**config.mk**
```make
export PLATFORM = sky130hd
export DESIGN_NAME = obj_table
export DESIGN_NICKNAME = d
export VERILOG_FILES = /design/src/obj_pkg.sv /design/src/obj_table.sv
export VERILOG_INCLUDE_DIRS = /design/src /design/src/src
export SDC_FILE = /design/constraint.sdc
export NUM_CORES = 1
export LEC_CHECK = 0
export BUFFER_PORTS_ARGS = -buffer_cell sky130_fd_sc_hd__buf_2
export CAP_MARGIN = 10
export CORE_UTILIZATION = 55
export CTS_CLUSTER_SIZE = 24
export DETAILED_ROUTE_END_ITERATION = 10
export GPL_TIMING_DRIVEN = 0
export PLACE_DENSITY = 0.73
export SYNTH_ARGS = -nofsm -noshare
export SYNTH_HDL_FRONTEND = slang
export SYNTH_SLANG_ARGS = --single-unit
```
**constraint.sdc**
```tcl
create_clock -name clk -period 4.32 [get_ports clk]
set_input_delay 0.648 -clock clk [delete_from_list [all_inputs] [get_ports clk]]
set_output_delay 0.648 -clock clk [all_outputs]
set_load 0.02 [all_outputs]
```
**src/obj_config.svh**
```systemverilog
/*
 * Sprite renderer configuration
 * Table size, line buffer width and graphics ROM address width
 */
`ifndef OBJ_CONFIG_SVH
`define OBJ_CONFIG_SVH

// Sprite attribute table
`define OBJ_COUNT  16
`define OBJ_IDX_W  4

// Graphics ROM word address, bank plus offset
`define OBJ_ROM_AW 20

// Line buffer address, 512 pixels per half
`define OBJ_BUF_AW 9

`endif

```
**src/obj_pkg.sv**
```systemverilog
/*
 * Sprite renderer types
 * Widths, sprite table entry, draw job and scanner states
 */
`include "obj_config.svh"

package obj_pkg;

    typedef logic [`OBJ_BUF_AW-1:0] xpos_t;     // Horizontal pixel position
    typedef logic [7:0]             line_t;     // Video line number
    typedef logic [`OBJ_ROM_AW-1:0] rom_addr_t; // ROM word address
    typedef logic [15:0]            rom_word_t; // Four pixels, first in top nibble
    typedef logic [11:0]            bf_pxl_t;   // prio, pal, colour ($F transparent)

    typedef struct packed {
        line_t       top;
        logic [7:0]  height;  // Zero disables the entry
        xpos_t       xpos;
        logic [15:0] offset;
        logic [7:0]  pitch;   // Words per row
        logic [3:0]  bank;
        logic [1:0]  prio;
        logic [5:0]  pal;
        logic        hflip;
    } obj_entry_t;

    typedef struct packed {
        xpos_t       xpos;
        logic [15:0] addr;    // Row start, offset + row * pitch
        logic [3:0]  bank;
        logic [1:0]  prio;
        logic [5:0]  pal;
        logic        hflip;
    } obj_job_t;

    typedef enum logic [1:0] {IDLE, CHECK, START, WAIT} scan_state_t;

endpackage

```
**src/obj_table.sv**
```systemverilog
/*
 * Sprite attribute table
 * Host writes whole entries, scanner reads combinationally
 */
`timescale 1ns/1ns
`include "obj_config.svh"

module obj_table (
    input  logic                   clk,
    input  logic                   rst,
    input  logic                   tbl_we,
    input  logic [`OBJ_IDX_W-1:0]  tbl_addr,
    input  obj_pkg::obj_entry_t    tbl_wdata,
    input  logic [`OBJ_IDX_W-1:0]  rd_idx,
    output obj_pkg::obj_entry_t    rd_entry
);

    obj_pkg::obj_entry_t entry_mem [`OBJ_COUNT]; // Attribute storage
    logic [7:0]          height_q  [`OBJ_COUNT]; // Heights, cleared on reset

    // Entry fields
    always_ff @(posedge clk) begin
        if (tbl_we)
            entry_mem[tbl_addr] <= tbl_wdata;
    end

    // Height decides whether an entry is live
    always_ff @(posedge clk or posedge rst) begin
        if (rst) begin
            for (int i = 0; i < `OBJ_COUNT; i++)
                height_q[i] <= 8'd0;       // All entries disabled
        end else if (tbl_we) begin
            height_q[tbl_addr] <= tbl_wdata.height;
        end
    end

    // Combinational read for single cycle test
    always_comb begin
        rd_entry        = entry_mem[rd_idx];
        rd_entry.height = height_q[rd_idx]; // Reset-safe height
    end

endmodule

```
Word-level counts from Yosys, hierarchy flattened
Memories as Yosys holds them, arrays and structs flattened.
Index checks and enable logic that the tools add are counted.
{ "word_totals": {"regBits": 128, "ramBits": 992, "out_inout_bits": 62, "wordCells": 31, "memories": 1} }
{ "classes": {"magnitude_cmp": 3, "n_mux": 8, "n_bitwise": 2, "reduce_logical": 1} }
{ "memory_table": {"columns": ["name", "depth", "word_bits", "read_ports", "rd_clocked_by_memory_dff", "wr", "line_no", "text"], "rows": [
  ["entry_mem", 16, 62, 1, 0, 1, "obj_table.sv:18", "obj_pkg::obj_entry_t entry_mem [`OBJ_COUNT];"]
]} }
{ "op_table": {"columns": ["operator", "n"], "rows": [
  ["bitwise mux 128 bit", 1],
  ["binary-select mux 8 bit (select 4 bit)", 1],
  ["demux 8 bit (select 4 bit)", 1],
  ["two-way mux 8 bit", 3],
  ["greater-or-equal comparator 5 bit (second input constant)", 2],
  ["NOT 4 -> 5 bit", 2],
  ["less-than comparator 5 x 1 -> 1 bit (second input constant)", 1],
  ["two-way mux 1 bit", 2],
  ["logical AND 1 bit", 1]
]} }

Depth between registers and ports, before layout
{ "depth": {"ltp_word": 6, "ltp_mapped": 6} }

Worst setup path after synthesis
Ideal clock, no wire load.
{ "synth_path": {"kind": "input-to-reg", "start": "input port tbl_addr[1]", "end": "register height_q[48] (netlist bit)", "arrival_time_ps": 3764, "t_required_ps": 4195, "slack_ps": 431, "stages": 3, "cell_sequence": "nand2b_1 nor3_2 mux2_2"} }
{ "synth_between": {"elab_chain_cells": 6} }
{ "synth_rtl": {"columns": ["element", "line_no", "text"], "rows": [
  ["from (decl)", "obj_table.sv:12", "input logic [`OBJ_IDX_W-1:0] tbl_addr,"],
  ["NOT 4 -> 5 bit (implied by the code) *", "obj_table.sv:33", "height_q[tbl_addr] <= tbl_wdata.height;"],
  ["greater-or-equal comparator 5 bit (implied by the code) / less-than comparator 5 x 1 -> 1 bit (equally long branches)", "obj_table.sv:33", null],
  ["logical AND 1 bit (implied by the code)", "obj_table.sv:33", null],
  ["two-way mux 8 bit (implied by the code)", "obj_table.sv:33", null],
  ["demux 8 bit (select 4 bit) *", "obj_table.sv:33", null],
  ["bitwise mux 128 bit *", "obj_table.sv:33", null],
  ["to (signal, indexed assignment)", "obj_table.sv:33", null],
  ["to (decl)", "obj_table.sv:19", "logic [7:0] height_q [`OBJ_COUNT];"]
]} }
Every way passes the cells marked *; elsewhere a longest branch is shown, timed or not.
A chain may end at the register's enable or synchronous reset.

==> flow_metrics.tcl <==
set metrics [dict create \
    status "finished clean" \
    final_util 0.638 \
    ys_seq_area_frac 0.766 \
    critPathLaunchType "input pin" \
    cp-startpoint "rd_idx[2]" \
    rows 96 \
    gp_congestion 0.731 \
    core_area_sq_um 68600 \
    combPwrFrac 0.077 \
    clkPwrFrac 0.390 \
    clkTransAtPathRegs_ps 60 \
    p_sw_w 0.00452 \
    synthFlopType "edfxtp_1" \
    cp-endpoint "rd_entry[50]" \
    cpPeakStageDelay_ps 790 \
    vias 18774 \
    regToRegEndpoint "height_q[59]$_DFFE_PP0P_" \
    max_slew_margin 0.306 \
    start_util 0.555 \
    cts_setup_buffers 0 \
    hp-class "input pin to asynchronous set/reset pin" \
    cts.sinks 992 \
    tightestPinTransition_ps 1040 \
    area_delta_synth_final_pct 14.9 \
    grt_usage 0.249 \
    die_w_um 265 \
    synth_area_sq_um 38100 \
    synth_most_common_cell "edfxtp_1" \
    cp.required_ps 3670 \
    antenna_found_initial 8 \
    cts_root_buf "clkbuf_16" \
    dpl.hpwl_um 52200 \
    htreeDepth 3 \
    slew_violations 0 \
    power_w 0.0207 \
    synth_top_area_frac 0.682 \
    ant_nets 0 \
    drv_cap 0 \
    finalSetupViolations 0 \
    powerDensity_nw_per_um2 474 \
    cts_tree "built" \
    grt_max_degree 77 \
    grt_pass1_wl_um 127000 \
    whs_ps 32.3 \
    insertion_delay_ps 650 \
    cp_data_arrival_time_ps 2920 \
    p_sw_frac 0.218 \
    reg2reg_setup_slack_ps 3510 \
    clockBufferDepth 3 \
    cp-end-kind "output pin" \
    timing.final.crit_share 0.825 \
    criticalPathCategory "input pin to output pin" \
    die-area_sq_um 70200 \
    internal-power_w 0.0162 \
    cpMostUsedCell "buf_2" \
    cp.depth 6 \
    drc 0 \
    port_buffers 132 \
    critPathTopFamily "simple AND/OR/NAND/NOR gates" \
    clock.fmax_ghz 0.281 \
    rsz0062_at_grt "no" \
    synth_area_leader_cell "edfxtp_1" \
    skew_ps 0 \
    num-nets-final 2026 \
    drtPass1Iterations 5 \
    synth_edf_count 864 \
    period_minus_slack_ps 3560 \
    worst-path-buf-inv 3 \
    ys_warn_count 0 \
    r2r.worst_path.cells 1 \
    worstPathCellList "buf_2, nor2_1, clkbuf_1, a22oi_1, nand2_1, buf_2" \
    die_y_um 265 \
    synth_area_leaders "edfxtp_1 (68%), mux4_2 (15%), dfrtp_1 (8.4%)" \
    synthArstFlopShare 0.129 \
    drt-total-wl_um 85500 \
    cts_resized 0 \
    cts_buffers 95 \
    synthCells 1690 \
    synth_commonest_cells "edfxtp_1 (864), mux4_2 (248), dfrtp_1 (128)" \
    synth_fp_nets 1763 \
    nFillCells 4441 \
    ir_worst_vdd_uv 326 \
    fin_ws_ps 756 \
    gr-total-overflow 0 \
    ys_seq_elements 992 \
    pre_cts_ws_ps 808 \
    layout-drive-gt1-share 0.354 \
    syn_avg_cell_area_sq_um 22.5 \
    cp_max_fo 10 \
    crit_slowest_cell "nor2_1" \
    grt_pass1_vias 19552 \
    ctsHoldBuffers 0 \
    power_frac_seq 0.533 \
    wl_per_cell_um 28.8 \
    yosysUniqueCellTypes 23 \
    hold_viol 0 \
    drt_iter0_markers 1991 \
    p_leak_nw 14.7 \
    ioPinCount 135 \
    timing.rr.start "height_q[59]$_DFFE_PP0P_" \
    via_per_inst 6.33 \
]
power groups by stage:
stage               sequential [W]  clock [W]  combinational [W]
global route                0.0111    0.00855            0.00169
CTS                         0.0111    0.00817            0.00160
finish                      0.0111    0.00808            0.00159
global placement            0.0112          0            0.00149
detailed placement          0.0112          0            0.00159
floorplan                   0.0112          0            0.00103
per-stage QoR:
step / setup TNS [ps] / instance area [sq um] / instances
2_1_floorplan: 0 / 38100 / 1690
3_3_place_gp: -719620 / 39900 / 2753
3_5_place_dp: 0 / 40700 / 2787
4_1_cts: 0 / 43700 / 2963
5_1_grt: 0 / 43700 / 2965
6_report: 0 / 43700 / 2965
how the worst min path moves through the flow:
| stage | slack [ps] | from | to |
|---|---|---|---|
| 6_report | 30 | rst | height_q[14]$_DFFE_PP0P_ |
| 5_1_grt | 60 | rst | height_q[6]$_DFFE_PP0P_ |
| 4_1_cts | 20 | rst | height_q[14]$_DFFE_PP0P_ |
| 3_3_place_gp | 470 | height_q[108]$_DFFE_PP0P_ | height_q[108]$_DFFE_PP0P_ |
| 3_5_place_dp | 480 | height_q[109]$_DFFE_PP0P_ | height_q[109]$_DFFE_PP0P_ |
| 2_1_floorplan | 460 | height_q[104]$_DFFE_PP0P_ | height_q[104]$_DFFE_PP0P_ |
layer usage:
metal,up-vias,share of wire,GRT usage
met5,-,0.0012,0.00693
met4,8,0.024,0.0778
met3,151,0.083,0.0494
met2,920,0.49,0.399
met1,10046,0.40,0.351
li1,7649,-,-
cells in the final DEF (no fill, tap or decap), drive strengths merged:
cell / instances
edfxtp: 864
mux4: 248
buf: 225
clkbuf: 162
dfrtp: 128
mux2: 128
a22oi: 124
nand2: 64
clkinv: 38
inv: 13
bufinv: 8
nor2: 7
or3: 5
nand2b: 3
nor3: 3
clkinvlp: 3
diode: 2
nand3b: 2
nand3: 2
nor2b: 2
or4: 2
and2: 1
kinds of logic (layout without fill, tap and decap cells):
logic type             count (synthesis)  count (layout)  synth area share
DFF                                  992             992             0.766
muxes                                376             376             0.185
AOI/OAI and AO/OA                    124             124            0.0245
buffers and inverters                107             449            0.0139
and+or+nand+nor                       91              91            0.0110
other                                  0               2                 0
state kept, by name (all words and copies together), names as in the netlist:
signal and count:
entry_mem 864, height_q 128
final cells by class:
| cell class | count | area [sq um] | area share |
|---|---|---|---|
| inverter | 8 | 52.6 | 0.00120 |
| clock inverter | 54 | 512 | 0.0117 |
| sequential | 992 | 29100 | 0.666 |
| tap | 931 | 1160 | 0.0266 |
| antenna | 2 | 5.00 | 0.000114 |
| multi-input combinational | 591 | 8430 | 0.193 |
| buffer | 99 | 500 | 0.0114 |
| timing repair buffer | 166 | 1420 | 0.0325 |
| clock buffer | 122 | 2510 | 0.0574 |
Note: power is estimated with default switching activity, not from simulation.
