===== config.mk =====
export PLATFORM = sky130hd
export DESIGN_NAME = obj_draw
export DESIGN_NICKNAME = d
export VERILOG_FILES = /design/src/obj_pkg.sv /design/src/obj_draw.sv
export VERILOG_INCLUDE_DIRS = /design/src /design/src/src
export SDC_FILE = /design/constraint.sdc
export NUM_CORES = 1
export LEC_CHECK = 0
export BUFFER_PORTS_ARGS = -buffer_cell sky130_fd_sc_hd__buf_2
export CORE_ASPECT_RATIO = 0.6
export CORE_MARGIN = 2
export CORE_UTILIZATION = 25
export CTS_BUF_LIST = sky130_fd_sc_hd__clkbuf_4 sky130_fd_sc_hd__clkbuf_8
export DETAILED_ROUTE_END_ITERATION = 8
export MAX_ROUTING_LAYER = met4
export PLACE_DENSITY_LB_ADDON = 0.2
export SLEW_MARGIN = 25
export SYNTH_ARGS = -nofsm -noshare
export SYNTH_HDL_FRONTEND = slang
export SYNTH_SLANG_ARGS = --single-unit

===== constraint.sdc =====
create_clock -name clk -period 3.6 [get_ports clk]
set_input_delay 0.54 -clock clk [delete_from_list [all_inputs] [get_ports clk]]
set_output_delay 0.54 -clock clk [all_outputs]
set_load 0.005 [all_outputs]

===== src/obj_config.svh =====
/*
 * Sprite renderer configuration
 * Table size, line buffer width and graphics ROM address width
 */
`ifndef OBJ_CONFIG_SVH
`define OBJ_CONFIG_SVH

// Sprite attribute table
`define OBJ_COUNT  16
`define OBJ_IDX_W  4

// Graphics ROM word address, bank plus offset
`define OBJ_ROM_AW 20

// Line buffer address, 512 pixels per half
`define OBJ_BUF_AW 9

`endif


===== src/obj_pkg.sv =====
/*
 * Sprite renderer types
 * Widths, sprite table entry, draw job and scanner states
 */
`include "obj_config.svh"

package obj_pkg;

    typedef logic [`OBJ_BUF_AW-1:0] xpos_t;     // Horizontal pixel position
    typedef logic [7:0]             line_t;     // Video line number
    typedef logic [`OBJ_ROM_AW-1:0] rom_addr_t; // ROM word address
    typedef logic [15:0]            rom_word_t; // Four pixels, first in top nibble
    typedef logic [11:0]            bf_pxl_t;   // prio, pal, colour ($F transparent)

    typedef struct packed {
        line_t       top;
        logic [7:0]  height;  // Zero disables the entry
        xpos_t       xpos;
        logic [15:0] offset;
        logic [7:0]  pitch;   // Words per row
        logic [3:0]  bank;
        logic [1:0]  prio;
        logic [5:0]  pal;
        logic        hflip;
    } obj_entry_t;

    typedef struct packed {
        xpos_t       xpos;
        logic [15:0] addr;    // Row start, offset + row * pitch
        logic [3:0]  bank;
        logic [1:0]  prio;
        logic [5:0]  pal;
        logic        hflip;
    } obj_job_t;

    typedef enum logic [1:0] {IDLE, CHECK, START, WAIT} scan_state_t;

endpackage


===== src/obj_draw.sv =====
/*
 * Sprite row drawer
 * Fetches ROM words and writes opaque pixels into the line buffer
 */
`timescale 1ns/1ns

module obj_draw (
    input  logic                clk,
    input  logic                rst,
    input  logic                hstart,
    input  logic                start,
    output logic                busy,
    input  obj_pkg::obj_job_t   job,
    input  logic                obj_ok,
    output logic                obj_cs,
    output obj_pkg::rom_addr_t  obj_addr,
    input  obj_pkg::rom_word_t  obj_data,
    output logic                bf_we,
    output obj_pkg::xpos_t      bf_addr,
    output obj_pkg::bf_pxl_t    bf_data
);

    obj_pkg::obj_job_t  job_q;     // Latched request
    obj_pkg::rom_word_t pxl_data;  // Pixel shifter
    logic [15:0]        cur;       // Current word offset
    logic [1:0]         cnt;       // Pixel within word
    logic               draw;
    logic               skip;      // Ignore obj_ok after address change
    logic [3:0]         cur_pxl;
    logic [3:0]         nxt_pxl;
    logic [3:0]         first_pxl;
    logic               fetch_ack;
    logic               step;

    // Pixel order follows hflip
    assign cur_pxl   = job_q.hflip ? pxl_data[3:0] : pxl_data[15:12];
    assign nxt_pxl   = job_q.hflip ? pxl_data[7:4] : pxl_data[11:8];
    assign first_pxl = job_q.hflip ? obj_data[3:0] : obj_data[15:12];

    assign obj_addr  = {job_q.bank, cur};          // Bank then offset
    assign bf_data   = {job_q.prio, job_q.pal, cur_pxl};

    assign fetch_ack = busy && !draw && obj_cs && !skip && obj_ok;
    assign step      = busy && !draw && !obj_cs;   // Move to next word

    always_ff @(posedge clk or posedge rst) begin
        if (rst) begin
            busy   <= 1'b0;
            draw   <= 1'b0;
            obj_cs <= 1'b0;
            bf_we  <= 1'b0;
            skip   <= 1'b0;
        end else if (hstart) begin
            busy   <= 1'b0;   // Abort at line start
            draw   <= 1'b0;
            obj_cs <= 1'b0;
            bf_we  <= 1'b0;
            skip   <= 1'b0;
        end else if (start) begin
            busy   <= 1'b1;
            draw   <= 1'b0;
            obj_cs <= 1'b1;
            bf_we  <= 1'b0;
            skip   <= 1'b1;
        end else begin
            bf_we <= 1'b0;
            if (draw) begin
                if (cnt == 2'd3) begin
                    draw <= 1'b0;
                    if (&cur_pxl)
                        busy <= 1'b0;      // End marker in last pixel
                end else begin
                    bf_we <= ~&nxt_pxl;    // $F stays transparent
                end
            end else if (busy) begin
                if (!obj_cs) begin
                    obj_cs <= 1'b1;
                    skip   <= 1'b1;
                end else if (skip) begin
                    skip <= 1'b0;          // Stale acknowledge window
                end else if (obj_ok) begin
                    obj_cs <= 1'b0;
                    draw   <= 1'b1;
                    bf_we  <= ~&first_pxl;
                end
            end
        end
    end

    // Address and pixel datapath
    always_ff @(posedge clk) begin
        if (start) begin
            job_q   <= job;
            cur     <= job.addr;
            bf_addr <= job.xpos;
        end else if (fetch_ack) begin
            pxl_data <= obj_data;
            cnt      <= 2'd0;
        end else if (step) begin
            cur <= job_q.hflip ? cur - 16'd1 : cur + 16'd1;
        end else if (draw) begin
            pxl_data <= job_q.hflip ? pxl_data >> 4 : pxl_data << 4;
            cnt      <= cnt + 2'd1;
            bf_addr  <= bf_addr + 9'd1;    // Every pixel, drawn or not
        end
    end

    // ROM address held until a counted acknowledge
    a_addr_hold: assert property (@(posedge clk) disable iff (rst)
        (obj_cs && !(obj_ok && !skip)) |=> $stable(obj_addr));

endmodule


# After elaboration in Yosys (flattened, before gate mapping)
# Index checks and enable logic that the tools add are counted.
[op_classes]
n_bitwise = 1
add_sub_neg = 4
muxes = 50
n_reduce_logical = 25
eq_ne = 5
[ops]
columns = ["cell", "n"]
rows = [
  ["16-bit 2-to-1 mux", 8],
  ["9-bit 2-to-1 mux", 4],
  ["1-bit 2-to-1 mux", 33],
  ["16-bit by 1-bit adder with 16-bit output, second input constant", 1],
  ["16-bit by 1-bit subtractor with 16-bit output, second input constant", 1],
  ["4-bit 2-to-1 mux", 3],
  ["4-bit AND reduction", 3],
  ["3-bit nonzero test", 4],
  ["9-bit by 1-bit adder with 9-bit output, second input constant", 1],
  ["3-bit AND reduction", 3],
  ["2-bit != test, second input constant", 3],
  ["2-bit nonzero test", 3],
  ["1-bit logical AND", 5],
  ["1-bit zero test", 5],
  ["2-bit 2-to-1 mux", 2],
  ["2-bit AND reduction", 2],
  ["3-bit != test, second input constant", 1],
  ["2-bit by 1-bit adder with 2-bit output, second input constant", 1],
  ["2-bit equality test, second input constant", 1],
  ["1-bit NOT", 1],
]
[word_totals]
out_inout_bits = 44
wordCells = 98
reg_bits = 61
in_bits = 59

# Longest topological paths before layout
[depth]
ltp_word = 10
mapped_depth = 7
mapped_depth_nobuf = 6

# Least setup slack after synthesis
# No wires, ideal clock.
[synth_path]
kind = "flip-flop to flip-flop"
startpoint = "reg job_q[0] (netlist bit)"
endpoint = "reg cur[14], data pin"
setup_slack_ns = 0.992
setup_ns = 0.257
arrival_time_ns = 2.352
t_required_ns = 3.343
stages_incl_launch_ff = 8
period_less_slack_ns = 2.608
n_path_buf = 1
cell_sequence = "edfxtp_1 ha_1 buf_6 a2111o_1 a31oi_4 o21ai_2 a211o_1 a32o_1"
[synth_via]
elab_chain_cells = 4
[synth_rtl]
columns = ["element", "line", "rtl"]
rows = [
  ["start: declaration", "obj_draw.sv:23", "obj_pkg::obj_job_t job_q;"],
  ["start signal: assignment", "obj_draw.sv:93", "job_q <= job;"],
  ["16-bit 2-to-1 mux", "obj_draw.sv:100", "cur <= job_q.hflip ? cur - 16'd1 : cur + 16'd1;"],
  ["16-bit 2-to-1 mux", "obj_draw.sv:99", "end else if (step) begin"],
  ["16-bit 2-to-1 mux", "obj_draw.sv:96", "end else if (fetch_ack) begin"],
  ["16-bit 2-to-1 mux", "obj_draw.sv:92", "if (start) begin"],
  ["end signal: assignment", "obj_draw.sv:94", "cur <= job.addr;"],
  ["end signal: assignment", "obj_draw.sv:100", ""],
  ["end: declaration", "obj_draw.sv:25", "logic [15:0] cur;"],
]
# No other way between the ends. The select of a mux whose other input is x is not followed.
# A chain may end at the register's enable or synchronous reset.

# Worst setup path in the final report
[layout_path]
startpoint = "reg job_q[0] (netlist bit)"
endpoint = "reg cur[15], data pin"
# Same word-level chain as after synthesis.

==> flow_summary.json <==
{
  "run_status": "completed",
  "drt-total-wl_um": 9280,
  "synth_edf_count": 56,
  "mostFrequentLayoutCells": "buf_2 (102), edfxtp_1 (56), nand2_1 (51)",
  "tightest_slew_ns": 0.480,
  "r2r_slack_ns": 0.89,
  "synthTopCellsByArea": "edfxtp_1 (47%), o21ai_0 (5.8%), ha_1 (5.6%), nand2_1 (5.4%), dfrtp_1 (3.5%)",
  "critPathLaunchType": "flip-flop",
  "fin_nets": 501,
  "clkPwrFrac": 0.335,
  "post-route-util": 0.322,
  "power.density_mw_per_mm2": 514,
  "p_comb_frac": 0.264,
  "syn_area_per_cell_sq_um": 10.7,
  "sw_frac_of_total": 0.297,
  "synth_cells": 331,
  "hold_viol_final": 0,
  "coreArea_sq_mm": 0.0137,
  "numCtsBuffers": 9,
  "finalSetupTns_ns": 0,
  "drive_gt1_frac": 0.330,
  "worstSetupPathType": "flip-flop to flip-flop",
  "critPathRequiredTime_ns": 3.69,
  "p_leak_nw": 1.80,
  "grt_setup_unrepaired": "false",
  "final.setup_skew_ns": 0.0102,
  "ant_nets": 0,
  "p_seq_frac": 0.401,
  "layout_commonest_cell": "buf_2",
  "seq_area_frac_synth": 0.509,
  "drtIter0Drc": 150,
  "synth_top_area_cell": "edfxtp_1",
  "finalPower_mw": 2.28,
  "track_usage": 0.129,
  "synth_area_sq_mm": 0.00355,
  "num_vias": 2782,
  "worstSkewPairLatency_ns": 0.34,
  "max_freq_ghz": 0.369,
  "grt_pass1_wl_um": 14400,
  "period_needed_ns": 2.71,
  "area_delta_synth_final_pct": 24.7,
  "cts_hold_buf": 0,
  "dieWidth_um": 158,
  "wire_per_inst_um": 14.9,
  "period_share": 0.752,
  "synth_cell_types": 50,
  "gr-total-overflow": 0,
  "reg2reg_from": "job_q[0]",
  "ir_drop_uv": 137,
  "cts_root_buffer": "clkbuf_8",
  "cts_resized": 0,
  "cts_tree": "built",
  "synth_top_area_frac": 0.473,
  "clock_path_buffers": 2,
  "hpwl_um": 7000,
  "arrival_ns": 2.79,
  "die_y_um": 96.3,
  "vias_per_cell": 4.47,
  "gp_congestion": 0.790,
  "yosysWarnings": 0,
  "port_buffers": 102,
  "cts_setup_buffers": 0,
  "initial_core_util": 0.258,
  "grt_start_max_net_pins": 35,
  "yosys_register_bits": 61,
  "hold_class": "primary input to async pin",
  "syn-num-nets": 407,
  "slew_viol_final": 0,
  "reg2reg_to": "cur[15]",
  "clk_pin_slew_ns": 0.07,
  "synthFlopType": "edfxtp_1",
  "final-setup-viol-count": 0,
  "async_reset_ff_frac": 0.0820,
  "reg2reg_depth": 7,
  "cp-end-kind": "flip-flop",
  "cp_max_fo": 34,
  "power_switching_mw": 0.676,
  "grt_pass1_vias": 2786,
  "maxCapViolCount": 0,
  "relSlewSlack": 0.678,
  "cts.sinks": 61,
  "dr.pass1.iters": 4,
  "ctsHtreeMaxLevel": 3,
  "antenna_found_initial": 1,
  "rows": 33,
  "drc": 0,
  "die_area_sq_mm": 0.0152,
  "nFillCells": 1481,
  "p_int_mw": 1.60,
  "io_pins": 103
}
-- power by group through the flow --
stage               combinational (mW)  clock (mW)  sequential, mW
CTS                              0.603       0.784           0.914
floorplan                        0.417           0           0.922
global placement                 0.597           0           0.929
global route                     0.675       0.815           0.921
detailed placement               0.601           0           0.929
finish                           0.601       0.762           0.912
-- kinds of logic (layout without fill, tap and decap cells) --
kind of cell | Yosys count | count (layout) | share of synthesized area
simple gates | 107 | 107 | 0.142
compound gates | 85 | 85 | 0.149
flops | 61 | 61 | 0.509
buf+inv | 29 | 128 | 0.0511
fa+ha+maj | 17 | 17 | 0.0620
xor+xnor | 17 | 17 | 0.0419
mux | 15 | 15 | 0.0447
other cells | 0 | 1 | 0
-- per-stage QoR --
step                cell area (sq um)  instances  hold WS, ns  setup WS (ns)
global placement                 4180        606        0.447          0.982
global route                     4430        623       0.0862          0.760
finish                           4430        623       0.0918          0.892
detailed placement               4180        606        0.453          0.927
floorplan                        3550        331        0.319          0.992
CTS                              4430        622       0.0735          0.888
-- sequential cells by signal (all words and copies together) (netlist names), 2 cells and up --
register / count
pxl_data: 16
cnt: 2
bf_data: 8
bf_addr: 9
obj_addr: 4
cur: 16
-- worst max path at each step --
stage                   from       to  slack, ns  cells after the start
floorplan           job_q[0]  cur[14]       0.99                      7
global placement    job_q[0]  cur[11]       0.98                      7
detailed placement  job_q[0]  cur[15]       0.93                      7
CTS                 job_q[0]  cur[15]       0.89                      7
global route        job_q[0]  cur[15]       0.76                      7
finish              job_q[0]  cur[15]       0.89                      7
-- synth_stat cells, types with 2 or more instances --
| library cell | count |
|---|---|
| nor2_1 | 14 |
| dfrtp_1 | 5 |
| and3_1 | 2 |
| buf_6 | 3 |
| a21oi_1 | 19 |
| nor3_1 | 5 |
| mux2_2 | 7 |
| nand2b_1 | 7 |
| mux2i_1 | 8 |
| o21a_1 | 2 |
| clkbuf_1 | 6 |
| or2_2 | 3 |
| nor3b_1 | 2 |
| xor2_1 | 9 |
| xnor2_1 | 8 |
| a21o_1 | 2 |
| buf_4 | 13 |
| edfxtp_1 | 56 |
| ha_1 | 16 |
| inv_1 | 4 |
| nand2_1 | 51 |
| buf_1 | 2 |
| nand4_1 | 3 |
| nand3_1 | 10 |
| nor2b_1 | 3 |
| a211oi_1 | 2 |
| a211o_1 | 3 |
| o211ai_1 | 3 |
| o21ai_2 | 2 |
| o21ai_0 | 41 |
-- per-layer routing --
| metal | track usage | routed length, um |
|---|---|---|
| met5 | - | 0 |
| met4 | 0.0318 | 89 |
| met3 | 0.0383 | 529 |
| met2 | 0.176 | 3700 |
| met1 | 0.184 | 4960 |
-- critical path, cell delays in order (launching register included) --
cell	delay [ns]
edfxtp_1	0.44
buf_4	0.42
ha_1	0.37
a21oi_1	0.25
or4b_1	0.47
a21oi_1	0.25
nor3_1	0.08
nand3b_1	0.16
-- layout make-up --
cell class / instances / area, sq um / area share
sequential: 61 / 1810 / 0.408
antenna: 1 / 2.50 / 0.000565
timing repair buffer: 108 / 556 / 0.125
tap: 192 / 240 / 0.0542
inverter: 4 / 15.0 / 0.00339
multi-input combinational: 241 / 1570 / 0.354
clock inverter: 6 / 111 / 0.0251
clock buffer: 10 / 131 / 0.0297
(Power assumes the default switching activity.)
