--- src/obj_config.svh ---
/*
 * Sprite renderer configuration
 * Table size, line buffer width and graphics ROM address width
 */
`ifndef OBJ_CONFIG_SVH
`define OBJ_CONFIG_SVH

// Sprite attribute table
`define OBJ_COUNT  16
`define OBJ_IDX_W  4

// Graphics ROM word address, bank plus offset
`define OBJ_ROM_AW 20

// Line buffer address, 512 pixels per half
`define OBJ_BUF_AW 9

`endif

--- src/obj_pkg.sv ---
/*
 * Sprite renderer types
 * Widths, sprite table entry, draw job and scanner states
 */
`include "obj_config.svh"

package obj_pkg;

    typedef logic [`OBJ_BUF_AW-1:0] xpos_t;     // Horizontal pixel position
    typedef logic [7:0]             line_t;     // Video line number
    typedef logic [`OBJ_ROM_AW-1:0] rom_addr_t; // ROM word address
    typedef logic [15:0]            rom_word_t; // Four pixels, first in top nibble
    typedef logic [11:0]            bf_pxl_t;   // prio, pal, colour ($F transparent)

    typedef struct packed {
        line_t       top;
        logic [7:0]  height;  // Zero disables the entry
        xpos_t       xpos;
        logic [15:0] offset;
        logic [7:0]  pitch;   // Words per row
        logic [3:0]  bank;
        logic [1:0]  prio;
        logic [5:0]  pal;
        logic        hflip;
    } obj_entry_t;

    typedef struct packed {
        xpos_t       xpos;
        logic [15:0] addr;    // Row start, offset + row * pitch
        logic [3:0]  bank;
        logic [1:0]  prio;
        logic [5:0]  pal;
        logic        hflip;
    } obj_job_t;

    typedef enum logic [1:0] {IDLE, CHECK, START, WAIT} scan_state_t;

endpackage

--- src/obj_scan.sv ---
/*
 * Sprite line scanner
 * Walks the table each line and issues a draw job per visible sprite
 */
`timescale 1ns/1ns
`include "obj_config.svh"

module obj_scan (
    input  logic                   clk,
    input  logic                   rst,
    input  logic                   hstart,
    input  obj_pkg::line_t         vline,
    output logic [`OBJ_IDX_W-1:0]  rd_idx,
    input  obj_pkg::obj_entry_t    rd_entry,
    output logic                   start,
    output obj_pkg::obj_job_t      job,
    input  logic                   busy
);

    obj_pkg::scan_state_t  state;
    logic [`OBJ_IDX_W-1:0] idx;
    obj_pkg::line_t        line_q;   // Line being prepared
    obj_pkg::line_t        row;      // Row inside the sprite
    logic                  visible;
    logic                  last_idx;
    logic [15:0]           row_addr;

    assign rd_idx   = idx;
    assign row      = line_q - rd_entry.top;     // 8-bit wrap
    assign visible  = row < rd_entry.height;     // Zero height never matches
    assign last_idx = idx == `OBJ_IDX_W'(`OBJ_COUNT - 1);
    assign row_addr = rd_entry.offset + ({8'd0, row} * {8'd0, rd_entry.pitch});

    always_ff @(posedge clk or posedge rst) begin
        if (rst) begin
            state  <= obj_pkg::IDLE;
            idx    <= '0;
            line_q <= '0;
            start  <= 1'b0;
        end else begin
            start <= 1'b0;
            if (hstart) begin
                idx    <= '0;
                line_q <= vline + 8'd1;  // Render the next line
                state  <= obj_pkg::CHECK;
            end else begin
                case (state)
                    obj_pkg::CHECK: begin
                        if (visible) begin
                            start <= 1'b1;
                            state <= obj_pkg::START;
                        end else if (last_idx) begin
                            state <= obj_pkg::IDLE;
                        end else begin
                            idx <= idx + 1'b1; // One cycle per rejected entry
                        end
                    end
                    obj_pkg::START: state <= obj_pkg::WAIT; // Busy rises meanwhile
                    obj_pkg::WAIT: begin
                        if (!busy) begin
                            if (last_idx) begin
                                state <= obj_pkg::IDLE;
                            end else begin
                                idx   <= idx + 1'b1;
                                state <= obj_pkg::CHECK;
                            end
                        end
                    end
                    default: state <= obj_pkg::IDLE; // Hold until hstart
                endcase
            end
        end
    end

    // Job payload
    always_ff @(posedge clk) begin
        if (state == obj_pkg::CHECK && visible) begin
            job.xpos  <= rd_entry.xpos;
            job.addr  <= row_addr;
            job.bank  <= rd_entry.bank;
            job.prio  <= rd_entry.prio;
            job.pal   <= rd_entry.pal;
            job.hflip <= rd_entry.hflip;
        end
    end

    // Drawer must be idle whenever a job is issued
    a_start_idle: assert property (@(posedge clk) disable iff (rst) start |-> !busy);

endmodule

--- config.mk ---
export PLATFORM = sky130hd
export DESIGN_NAME = obj_scan
export DESIGN_NICKNAME = d
export VERILOG_FILES = /design/src/obj_pkg.sv /design/src/obj_scan.sv
export VERILOG_INCLUDE_DIRS = /design/src /design/src/src
export SDC_FILE = /design/constraint.sdc
export NUM_CORES = 1
export LEC_CHECK = 0
export BUFFER_PORTS_ARGS = -buffer_cell sky130_fd_sc_hd__buf_2
export CORE_ASPECT_RATIO = 1.1
export CORE_MARGIN = 2
export CORE_UTILIZATION = 55
export DETAILED_ROUTE_END_ITERATION = 12
export PLACE_DENSITY = 0.91
export SETUP_SLACK_MARGIN = 0.05
export SKIP_CTS_REPAIR_TIMING = 1
export SLEW_MARGIN = 20
export SYNTH_ARGS = -nofsm -noshare
export SYNTH_HDL_FRONTEND = slang
export SYNTH_SLANG_ARGS = --single-unit
--- constraint.sdc ---
create_clock -name clk -period 6.8 [get_ports clk]
set_input_delay 0.34 -clock clk [delete_from_list [all_inputs] [get_ports clk]]
set_output_delay 0.34 -clock clk [all_outputs]
set_load 0.05 [all_outputs]
* After elaboration in Yosys (flattened, before gate mapping)
Index checks and enable logic that the tools add are counted.
Cells by class: $add $sub $neg 4, order comparisons 1, reduce and logical (&&, ||, !) cells 4, equality and inequality tests 7, multiply operators 1, mux-type cells 14
Operators by type and width (count):
- $add 16x16->16 | 1
- $mul 8x8->16 | 1
- $mux 4 | 4
- $add 8x1->8 const B | 1
- $lt 8x8->1 | 1
- $mux 2 | 4
- $pmux 4 s2 | 1
- $sub 8x8->8 | 1
- $ne 3x3->1 const B | 2
- $pmux 2 s3 | 1
- $add 4x1->4 const B | 1
- $eq 2x2->1 const B | 2
- $eq 4x4->1 const B | 1
- $mux 1 | 4
- $ne 4x4->1 const B | 1
- $reduce_and 3->1 | 1
- $reduce_bool 3->1 | 1
- $eq 2x1->1 const B | 1
- $reduce_and 2->1 | 1
- $logic_and 1x1->1 | 1
Word-level totals: register bits 53, word-level logic and storage cells 41

* Longest topological paths before layout
Gate-level depths: netlist of the first run.
depth after elaboration 5, gate-level depth with buffers 23, depth with buffers taken out 22

* Worst setup path before layout of the first run
OpenSTA, ideal clock, no wires.
path type input -> register, from in rd_entry[55] (netlist name), to reg job[25] (netlist name), data pin, stages on the path 21, arrival 5133 ps, buffers on the path 1, slack 1505 ps, data required time 6638 ps, cell sequence inv_1 ha_1 nor2b_1 o2111ai_1 and3_1 or3_1 clkbuf_1 a21bo_2 fa_1 inv_1 fa_1 fa_1 inv_1 fa_1 inv_1 ha_1 nand3_1 o31ai_1 a21oi_1 or4b_1 o2111ai_1
Between the ends: word-level cells in the longest chain between the ends 3
RTL lines:
- from (decl) | RTL line obj_scan.sv:14 | input obj_pkg::obj_entry_t rd_entry,
- $sub 8x8->8 | RTL line obj_scan.sv:29 | assign row = line_q - rd_entry.top;
- $mul 8x8->16 | RTL line obj_scan.sv:32 | assign row_addr = rd_entry.offset + ({8'd0, row} * {8'd0, rd_entry.pitch});
- $add 16x16->16 | RTL line obj_scan.sv:32
- net row_addr[12] | RTL line obj_scan.sv:26 | logic [15:0] row_addr;
- to (decl) | RTL line obj_scan.sv:16 | output obj_pkg::obj_job_t job,
The timed path passes the listed nets, and every way through them passes these cells. A chain may end at the register's enable or synchronous reset.

* Worst setup path in the final report of the first run
from reg line_q[1], to reg job[25] (netlist name), data pin
Between the ends: word-level cells in the longest chain between the ends 3
RTL lines:
- from (decl) | RTL line obj_scan.sv:22 | obj_pkg::line_t line_q;
- from (signal assigned) | RTL line obj_scan.sv:44 | line_q <= vline + 8'd1;
- $sub 8x8->8 | RTL line obj_scan.sv:29
- $mul 8x8->16 | RTL line obj_scan.sv:32
- $add 16x16->16 | RTL line obj_scan.sv:32
- net row_addr[12] | RTL line obj_scan.sv:26
The timed path passes the listed nets, and every way through them passes these cells.

==> results by group, run 1 <==
Run status
  – Status: complete, no violations

Yosys
  – Synth top area cells: edfxtp_1 23%, fa_1 21%, ha_1 13%, inv_1 8.4%, dfrtp_1 7.6%
  – Yosys top cell area share: 23.1%
  – Netlist cell types: 49
  – Post-synthesis sequential area ratio: 30.7%
  – Synth Flop Type: edfxtp_1
  – Synth warn: 0
  – Post-synth EDFFs: 38
  – Syn nets: 663
  – Flop and latch count out of synthesis: 53
  – Async set-reset flop share out of synthesis: 28.3%
  – Avg Cell Area, Syn: 10.2 sq um
  – Leading area contributor after synthesis: edfxtp_1
  – Netlist Area Pre-Place: 0.00495 sq mm
  – Mapped Cells: 487

Cells and area
  – Core Util, Final: 65.8%
  – Diodes inserted: 0
  – Most common cell after layout, fill and taps aside: buf_2
  – Fin nets: 783
  – Fraction of layout cells with a size suffix above 1: 22.5%
  – Filler Cells Inserted: 719
  – Most frequent cells in the layout: 116 x buf_2, 111 x inv_1, 51 x fa_1, 51 x ha_1
  – P&R area growth vs syn: 16.8%
  – Final cell count without fillers: 722

Global route
  – Largest net degree at the start of global routing: 24
  – First-pass GRT wire length: 17000 um
  – GRT Total Usage: 22.3%
  – Vias in the first global route: 3916
  – Initial antenna violation count: 0
  – Gr ovfl total: 0

Clock network
  – Clock slew at reported path FFs: 0.10 ns
  – TritonCTS clock tree: yes
  – Sink Count: 53
  – CTS Buf Count: 5
  – Longest Clk Path Bufs: 2
  – Later-pin clock latency in the skew report: 0.32 ns
  – Root buf cell: clkbuf_8
  – H-tree depth: 2

Worst setup path
  – Reg2reg setup slack: 1.03 ns
  – Reg-to-Reg End: job[25]
  – Worst path most repeated cell: fa_1
  – Crit-path cells: ha_1 -> nor2b_1 -> o2111ai_1 -> nand3b_1 -> xor2_1 -> nand2_1 -> fa_1 -> fa_1 -> inv_1 -> fa_1 -> inv_1 -> fa_1 -> inv_1 -> ha_1 -> nand3_1 -> o31ai_1 -> a21oi_1 -> or4b_1 -> o2111ai_1
  – Worst reg2reg path depth: 19
  – Critical Path RT: 6.95 ns
  – Max stage delay cell, worst path: xor2_1
  – Critical Path AT: 5.93 ns
  – Kind of critical path: register to register
  – Crit Path Max Fanout: 9
  – Slowest cell delay on critical path: 0.56 ns
  – Startpoint Class: register
  – R2R Path Start: line_q[1]
  – Worst Setup End Kind: register

Die
  – I/O pin count: 117
  – Chip width: 94.4 um
  – Die area: 0.00977 sq mm
  – Starting Density: 56.3%
  – CORE AREA: 0.00878 sq mm
  – Die height: 103 um
  – Site Rows: 36

Detailed routing
  – First-pass detailed-route iteration total: 5
  – Vias: 3831
  – Routed WL: 10500 um
  – DRT iter0 DRCs: 145
  – DRC: 0
  – Final ANT Viol Nets: 0
  – Via density per instance: 5.31
  – Drt wl/cell: 14.5 um

Place
  – GPL Wtd Cong: 0.878
  – Port Buffers: 116
  – Placed Cells: 714
  – Detailed Place HPWL: 8730 um

STA
  – Final TNS setup: 0 ns
  – Pins Over Slew Limit: 0
  – Clock skew: 0.00791 ns
  – Max-slew headroom: 43.0%
  – RSZ-0062 raised after global routing: no
  – Final setup viols: 0
  – Crit share post-route: 84.9%
  – Crit path time final: 5.77 ns
  – Fmax: 0.173 GHz
  – Least-Margin Pin Slew: 0.855 ns
  – Final hold vios: 0

Job
  – Number of max-cap violations: 0

Hold path
  – Hold Crit Class: input port to asynchronous set/reset pin
per-layer routing:
metal  vias to the layer above  share of wire [%]  track usage [%]
met1                      1867                 39             26.6
li1                       1798                  -                -
met2                       139                 52             40.2
met4                         0                3.0             10.4
met5                         -                  0                0
met3                        27                6.3             3.12
worst max-delay path by stage:
stage            startpoint  endpoint  slack [ns]
2_1_floorplan  rd_entry[55]   job[25]        1.51
6_report          line_q[1]   job[25]        1.03
4_1_cts           line_q[0]   job[25]        1.02
5_1_grt           line_q[0]   job[25]        0.64
3_5_place_dp   rd_entry[55]   job[25]        0.93
3_3_place_gp   rd_entry[55]   job[25]        1.14
cells in the mapped netlist (2+ instances only):
cell and number:
nand2b_1 5, a221oi_1 2, a21o_1 7, nand3b_1 2, o21a_1 3, nand3_1 8
o21ai_0 3, and3_1 4, nor2_1 27, o2111ai_1 2, xor2_1 9, dfrtp_1 15
or4b_1 2, ha_1 51, clkbuf_1 5, nand2_1 38, and2_1 21, o21bai_1 2
a21oi_1 18, nor3b_1 2, inv_1 111, a21bo_2 3, a21boi_0 5, nor2b_1 13
xnor2_1 14, fa_1 51, edfxtp_1 38, nor3_1 4, o31ai_1 2
cell type report:
class,instances,area (sq um),area share [%]
flip-flops and latches,53,1520,26.2
clock inverters,3,43.8,0.758
well taps,114,143,2.47
clock buffers,5,68.8,1.19
multi-input cells,318,2990,51.8
repair buffers,118,596,10.3
inverters,111,417,7.21
kinds of logic after synthesis:
family | after synthesis | share of synthesized area (%)
muxes | 2 | 0.506
buffers and inverters | 116 | 8.80
and+or+nand+nor | 131 | 13.3
adders and majority gates | 102 | 33.5
xor gates and xnor gates | 23 | 4.07
DFF | 53 | 30.7
AOI/OAI and AO/OA | 60 | 9.08
state kept, by name, indices dropped and copies added, names as in the netlist:
name	cells
job	38
line_q	8
rd_idx	4
start	1
state	2
worst max-delay path: cells and delay by family, from the launching register on:
kind                       cells  cell delay (ns)
AOI/OAI and AO/OA              4             0.71
DFF                            1             0.40
and+or+nand+nor                5             1.16
xor gates and xnor gates       1             0.56
adders and majority gates      6             2.64
buffers and inverters          3             0.15
per-stage QoR:
stage / instance area (sq um) / hold slack [ns] / setup slack (ns)
3_3_place_gp: 5670 / 0.412 / 1.14
3_5_place_dp: 5670 / 0.415 / 0.934
2_1_floorplan: 4950 / 0.241 / 1.51
6_report: 5780 / 0.0510 / 1.03
4_1_cts: 5780 / 0.0663 / 1.02
5_1_grt: 5780 / 0.107 / 0.644
Power of run 1 is not shown: default switching activity piles up to over one toggle a cycle in this logic, so the estimate is an artifact.
==> run 2, diff against run 1 <==
--- a/config.mk
+++ b/config.mk
@@ -9,9 +9,9 @@
 export BUFFER_PORTS_ARGS = -buffer_cell sky130_fd_sc_hd__buf_2
 export CORE_ASPECT_RATIO = 1.1
 export CORE_MARGIN = 2
-export CORE_UTILIZATION = 55
+export CORE_UTILIZATION = 50
 export DETAILED_ROUTE_END_ITERATION = 12
-export PLACE_DENSITY = 0.91
+export PLACE_DENSITY = 0.88
 export SETUP_SLACK_MARGIN = 0.05
 export SKIP_CTS_REPAIR_TIMING = 1
 export SLEW_MARGIN = 20
==> constraint.sdc (replaced) <==
create_clock -name clk -period 4.9 [get_ports clk]
set_input_delay 0.245 -clock clk [delete_from_list [all_inputs] [get_ports clk]]
set_output_delay 0.245 -clock clk [all_outputs]
set_load 0.05 [all_outputs]
==> run 2 against run 1 <==
Net effect:
- the run now ends with setup timing left
- flip-flop and latch count is the same
- register-to-register slack lost 1.6 ns
- wire length grew 14%
- clock skew grew 0.0038 ns
- cell count grew 8.7%
- via count grew 8.5%
- first-iteration DRC count grew 14%
- critical endpoint is now job[27]
- highest routed layer unchanged
==> results by group, run 2 (synthesis results as in run 1) <==
Die
  – Starting Density: 50.7% (was 56.3%)
  – Die height: 108 um (was 103 um)
  – Site Rows: 38 (was 36)
  – I/O pin count: 117 (unchanged)
  – Chip width: 98.8 um (was 94.4 um)
  – Die area: 0.0107 sq mm (was 0.00977 sq mm)
  – CORE AREA: 0.00975 sq mm (was 0.00878 sq mm)

Clock network
  – TritonCTS clock tree: yes (unchanged)
  – Sink Count: 53 (unchanged)
  – H-tree depth: 2 (unchanged)
  – Longest Clk Path Bufs: 2 (unchanged)
  – CTS Buf Count: 5 (unchanged)
  – Later-pin clock latency in the skew report: 0.33 ns (was 0.32 ns)
  – Root buf cell: clkbuf_8 (unchanged)
  – Clock slew at reported path FFs: 0.11 ns (was 0.10 ns)

Job
  – Number of max-cap violations: 0 (unchanged)

Global route
  – Gr ovfl total: 0 (unchanged)
  – GRT Total Usage: 20.8% (was 22.3%)
  – First-pass GRT wire length: 17700 um (was 17000 um)
  – Vias in the first global route: 3968 (was 3916)
  – Largest net degree at the start of global routing: 39 (was 24)
  – Initial antenna violation count: 0 (unchanged)

Detailed routing
  – Vias: 4156 (was 3831)
  – Routed WL: 12000 um (was 10500 um)
  – Final ANT Viol Nets: 0 (unchanged)
  – First-pass detailed-route iteration total: 5 (unchanged)
  – Via density per instance: 5.29 (was 5.31)
  – DRT iter0 DRCs: 166 (was 145)
  – Drt wl/cell: 15.2 um (was 14.5 um)
  – DRC: 0 (unchanged)

Worst setup path
  – Kind of critical path: register to register (unchanged)
  – Crit Path Max Fanout: 4 (was 9)
  – Startpoint Class: register (unchanged)
  – Critical Path AT: 5.59 ns (was 5.93 ns)
  – Worst Setup End Kind: register (unchanged)
  – Critical Path RT: 4.99 ns (was 6.95 ns)

Place
  – Placed Cells: 764 (was 714)
  – Port Buffers: 116 (unchanged)
  – Detailed Place HPWL: 9070 um (was 8730 um)
  – GPL Wtd Cong: 0.891 (was 0.878)
  – Placement Setup Slack: -0.570 ns (was 0.934 ns)
  – DP Area: 0.00610 sq mm (was 0.00567 sq mm)

Cells and area
  – Multi-input gate area: 0.00332 sq mm (was 0.00299 sq mm)
  – Seq. cell area: 0.00152 sq mm (unchanged)
  – Fraction of layout cells with a size suffix above 1: 37.0% (was 22.5%)
  – Final cell count without fillers: 785 (was 722)
  – Filler Cells Inserted: 688 (was 719)
  – Diodes inserted: 0 (unchanged)
  – P&R area growth vs syn: 32.5% (was 16.8%)
  – Max reg flops: 38 (unchanged)
  – Reg with most FFs: job (unchanged)
  – Most common cell after layout, fill and taps aside: buf_2 (unchanged)
  – Fin area: 0.00655 sq mm (was 0.00578 sq mm)
  – Most frequent cells in the layout: 116 x buf_2, 101 x inv_1, 51 x buf_4 (was 116 x buf_2, 111 x inv_1, 51 x fa_1, 51 x ha_1)
  – Fin nets: 840 (was 783)

STA
  – Worst hold margin: 0.0864 ns (was 0.0510 ns)
  – Final hold vios: 0 (unchanged)
  – Pins Over Slew Limit: 0 (unchanged)
  – Least-Margin Pin Slew: 0.592 ns (was 0.855 ns)
  – Final setup viols: 9 (was 0)
  – Fmax: 0.182 GHz (was 0.173 GHz)
  – RSZ-0062 raised after global routing: yes (was no)
  – Max-slew headroom: 60.5% (was 43.0%)
  – Crit share post-route: 112% (was 84.9%)
  – Crit path time final: 5.50 ns (was 5.77 ns)
  – Clock skew: 0.0117 ns (was 0.00791 ns)
  – Setup WS post-layout: -0.605 ns (was 1.03 ns)

Run status
  – Status: complete, but fails checks (was complete, no violations)
  – Failing checks: setup timing

Hold path
  – Hold Crit Class: input port to register (was input port to asynchronous set/reset pin)
run 2: final cells by class:
| class | instances | area share [%] |
|---|---|---|
| clock buffers | 5 | 1.05 |
| clock inverters | 3 | 0.401 |
| inverters | 111 | 6.36 |
| multi-input cells | 318 | 50.7 |
| flip-flops and latches | 53 | 23.1 |
| well taps | 120 | 2.29 |
| repair buffers | 175 | 16.1 |
run 2: final timing paths:
path                            cells past startpoint         to  slack [ns]        start
worst max-delay path                               26    job[27]       -0.60    line_q[0]
worst min-delay path                                1     job[1]        0.09  rd_entry[1]
worst max register to register                     26    job[27]       -0.60    line_q[0]
worst min register to register                      2      start        0.57     state[0]
max in group asynchronous                           3      start        4.01          rst
min in group asynchronous                           3  line_q[6]        0.50          rst
run 2: worst max-delay path, stage by stage, from the launching register on:
cell     delay (ns)
dfrtp_1        0.38
inv_2          0.06
ha_4           0.16
fa_2           0.38
nor2b_1        0.12
o21a_1         0.13
buf_4          0.11
nor3_1         0.04
nor2_2         0.20
buf_6          0.14
buf_6          0.09
nand2_1        0.07
fa_1           0.41
inv_1          0.11
fa_1           0.43
inv_2          0.07
fa_1           0.45
fa_1           0.51
inv_2          0.05
ha_4           0.25
a21o_1         0.19
a21o_1         0.21
a21oi_2        0.20
buf_4          0.14
buf_6          0.11
o31ai_4        0.06
xor2_1         0.18
run 2: metal layers:
layer	track usage (%)	wire length, um	vias to the layer above
li1	-	-	1921
met1	24.5	4390	2025
met2	38.8	6540	170
met3	2.97	680	40
met4	6.65	355	0
met5	0	0	-
run 2: metrics by stage:
step	setup TNS, ns	util [%]
floorplan	-0.871	-
global placement	-2.44	62.6
detailed placement	-3.80	62.6
CTS	-3.99	63.6
global route	-5.41	67.2
finish	-3.71	67.2
Power of run 2 is left out for the same reason.
==> run 3, diff against run 2 <==
--- a/config.mk
+++ b/config.mk
@@ -12,7 +12,7 @@
 export CORE_UTILIZATION = 50
 export DETAILED_ROUTE_END_ITERATION = 12
 export PLACE_DENSITY = 0.88
-export SETUP_SLACK_MARGIN = 0.05
+export SETUP_SLACK_MARGIN = 0.1
 export SKIP_CTS_REPAIR_TIMING = 1
 export SLEW_MARGIN = 20
 export SYNTH_ARGS = -nofsm -noshare
==> run 3 against run 2 <==
Net effect:
- the run ends with hold timing, setup timing left
- worst setup slack gained 0.033 ns
- wire length decreased by 3.3%
- fmax increased by 0.61%
- first-iteration DRC count is 35% higher
- critical path depth decreased by 5
- final area shrank 1.1%
- via count shrank 3.2%
- flip-flop and latch count did not move
- cell count down 1.0%
- global-route usage decreased by 0.17 points
- register-to-register slack better by 0.03 ns
- utilization is 0.76 points lower
- critical endpoint is now job[25]
==> results by group, run 3 (synthesis results as in run 1) <==
STA
  – Setup WS post-layout: -0.572 ns (was -0.605 ns)
  – Final hold vios: 15 (was 0)
  – Least-Margin Pin Slew: 0.563 ns (was 0.592 ns)
  – Pins Over Slew Limit: 0 (unchanged)
  – Worst hold margin: -0.0456 ns (was 0.0864 ns)
  – Final setup viols: 9 (unchanged)
  – Clock skew: 0.0111 ns (was 0.0117 ns)
  – Crit share post-route: 112% (about the same)
  – Crit path time final: 5.47 ns (was 5.50 ns)
  – Fmax: 0.183 GHz (was 0.182 GHz)
  – Max-slew headroom: 62.4% (was 60.5%)
  – RSZ-0062 raised after global routing: yes (unchanged)

Cells and area
  – Fin area: 0.00648 sq mm (was 0.00655 sq mm)
  – Fraction of layout cells with a size suffix above 1: 35.9% (was 37.0%)
  – Filler Cells Inserted: 694 (was 688)
  – Max reg flops: 38 (unchanged)
  – Reg with most FFs: job (unchanged)
  – Diodes inserted: 0 (unchanged)
  – P&R area growth vs syn: 31.0% (was 32.5%)
  – Fin nets: 832 (was 840)
  – Most frequent cells in the layout: 116 x buf_2, 101 x inv_1, 47 x fa_1 (was 116 x buf_2, 101 x inv_1, 51 x buf_4)
  – Most common cell after layout, fill and taps aside: buf_2 (unchanged)

Global route
  – Initial antenna violation count: 0 (unchanged)
  – Vias in the first global route: 4112 (was 3968)
  – GRT Total Usage: 20.6% (was 20.8%)
  – Largest net degree at the start of global routing: 39 (unchanged)
  – Gr ovfl total: 0 (unchanged)
  – First-pass GRT wire length: 17700 um (about the same)

Clock network
  – Root buf cell: clkbuf_8 (unchanged)
  – Later-pin clock latency in the skew report: 0.32 ns (was 0.33 ns)
  – Longest Clk Path Bufs: 2 (unchanged)
  – TritonCTS clock tree: yes (unchanged)
  – Clock slew at reported path FFs: 0.10 ns (was 0.11 ns)
  – Sink Count: 53 (unchanged)
  – H-tree depth: 2 (unchanged)
  – CTS Buf Count: 5 (unchanged)

Worst setup path
  – Worst Setup End Kind: register (unchanged)
  – Kind of critical path: register to register (unchanged)
  – Crit-path cells: inv_2 -> ha_4 -> fa_2 -> nor2b_1 -> o21a_1 -> o21a_1 -> o311ai_4 -> buf_6 -> and2_4 -> fa_1 -> fa_1 -> fa_1 -> inv_2 -> fa_1 -> inv_2 -> ha_4 -> nand3_4 -> o31ai_4 -> a21oi_2 -> or4b_4 -> o2111ai_2
  – Worst path most repeated cell: fa_1 (unchanged)
  – CP bufs+invs: 4 (was 9)
  – Crit Path Max Fanout: 4 (unchanged)
  – Slowest cell delay on critical path: 0.54 ns (was 0.51 ns)
  – Critical Path AT: 5.64 ns (was 5.59 ns)
  – Max stage delay cell, worst path: fa_1 (unchanged)
  – Startpoint Class: register (unchanged)
  – Critical Path RT: 5.07 ns (was 4.99 ns)
  – CP delay by family, top: adder cells (unchanged)

Die
  – Site Rows: 38 (unchanged)
  – I/O pin count: 117 (unchanged)
  – Die height: 108 um (unchanged)
  – Die area: 0.0107 sq mm (unchanged)
  – CORE AREA: 0.00975 sq mm (unchanged)
  – Starting Density: 50.7% (unchanged)
  – Chip width: 98.8 um (unchanged)

Run status
  – Status: complete, but fails checks (unchanged)
  – Failing checks: hold timing, setup timing (was setup timing)

Place
  – Port Buffers: 116 (unchanged)
  – Detailed Place HPWL: 9050 um (was 9070 um)
  – DP Area: 0.00606 sq mm (was 0.00610 sq mm)
  – GPL Wtd Cong: 0.865 (was 0.891)

Detailed routing
  – Final ANT Viol Nets: 0 (unchanged)
  – DRT iter0 DRCs: 224 (was 166)
  – Via density per instance: 5.18 (was 5.29)
  – Vias: 4025 (was 4156)
  – Drt wl/cell: 14.9 um (was 15.2 um)
  – First-pass detailed-route iteration total: 4 (was 5)
  – Routed WL: 11600 um (was 12000 um)
  – DRC: 0 (unchanged)

Job
  – Number of max-cap violations: 0 (unchanged)

Hold path
  – Hold Crit Class: input port to asynchronous set/reset pin (was input port to register)
run 3: cell types whose count changed in the layout (fill, tap and decap cells not counted), moves of 2 or more:
cell and change:
buf_4 -6, and2_1 -2, and2_4 +2, clkinvlp_4 -2, nand2_1 +2, nand2_2 -2
nor2_1 +2, nor2_2 -2
run 3: layout make-up:
cell class / instances / area (sq um) / area share [%]
sequential: 53 / 1520 / 23.4
multi-input combinational: 318 / 3290 / 50.8
clock inverter: 3 / 43.8 / 0.676
tap: 120 / 150 / 2.32
inverter: 111 / 419 / 6.47
clock buffer: 5 / 68.8 / 1.06
timing repair buffer: 167 / 986 / 15.2
run 3: metrics by stage:
step	setup TNS, ns	hold WS (ns)	setup slack [ns]	std cells	utilization (%)
2_1_floorplan	-0.871	0.146	-0.270	487	-
3_3_place_gp	-2.40	0.320	-0.372	759	62.2
3_5_place_dp	-4.05	0.327	-0.631	759	62.2
4_1_cts	-4.26	-0.0294	-0.662	767	63.4
5_1_grt	-4.92	0.0143	-0.742	777	66.5
6_report	-3.36	-0.0456	-0.572	777	66.5
run 3: routing by layer:
metal	wire length, um	up-vias	share of wire (%)	global-route usage [%]
li1	-	1900	-	-
met1	4280	1922	37	22.9
met2	6190	172	54	38.1
met3	748	31	6.5	4.07
met4	344	0	3.0	9.00
met5	0	-	0	0
run 3: worst paths after layout:
path                         startpoint   endpoint  slack [ns]  depth (start not counted)
min in group clk           rd_entry[12]    job[12]        0.09                          1
max in group asynchronous           rst      start        4.58                          2
max reg2reg                   line_q[0]    job[25]       -0.57                         21
max                           line_q[0]    job[25]       -0.57                         21
min                                 rst  line_q[7]       -0.05                          2
min reg2reg                   line_q[4]  line_q[4]        0.54                          2
Power of run 3 is left out for the same reason.
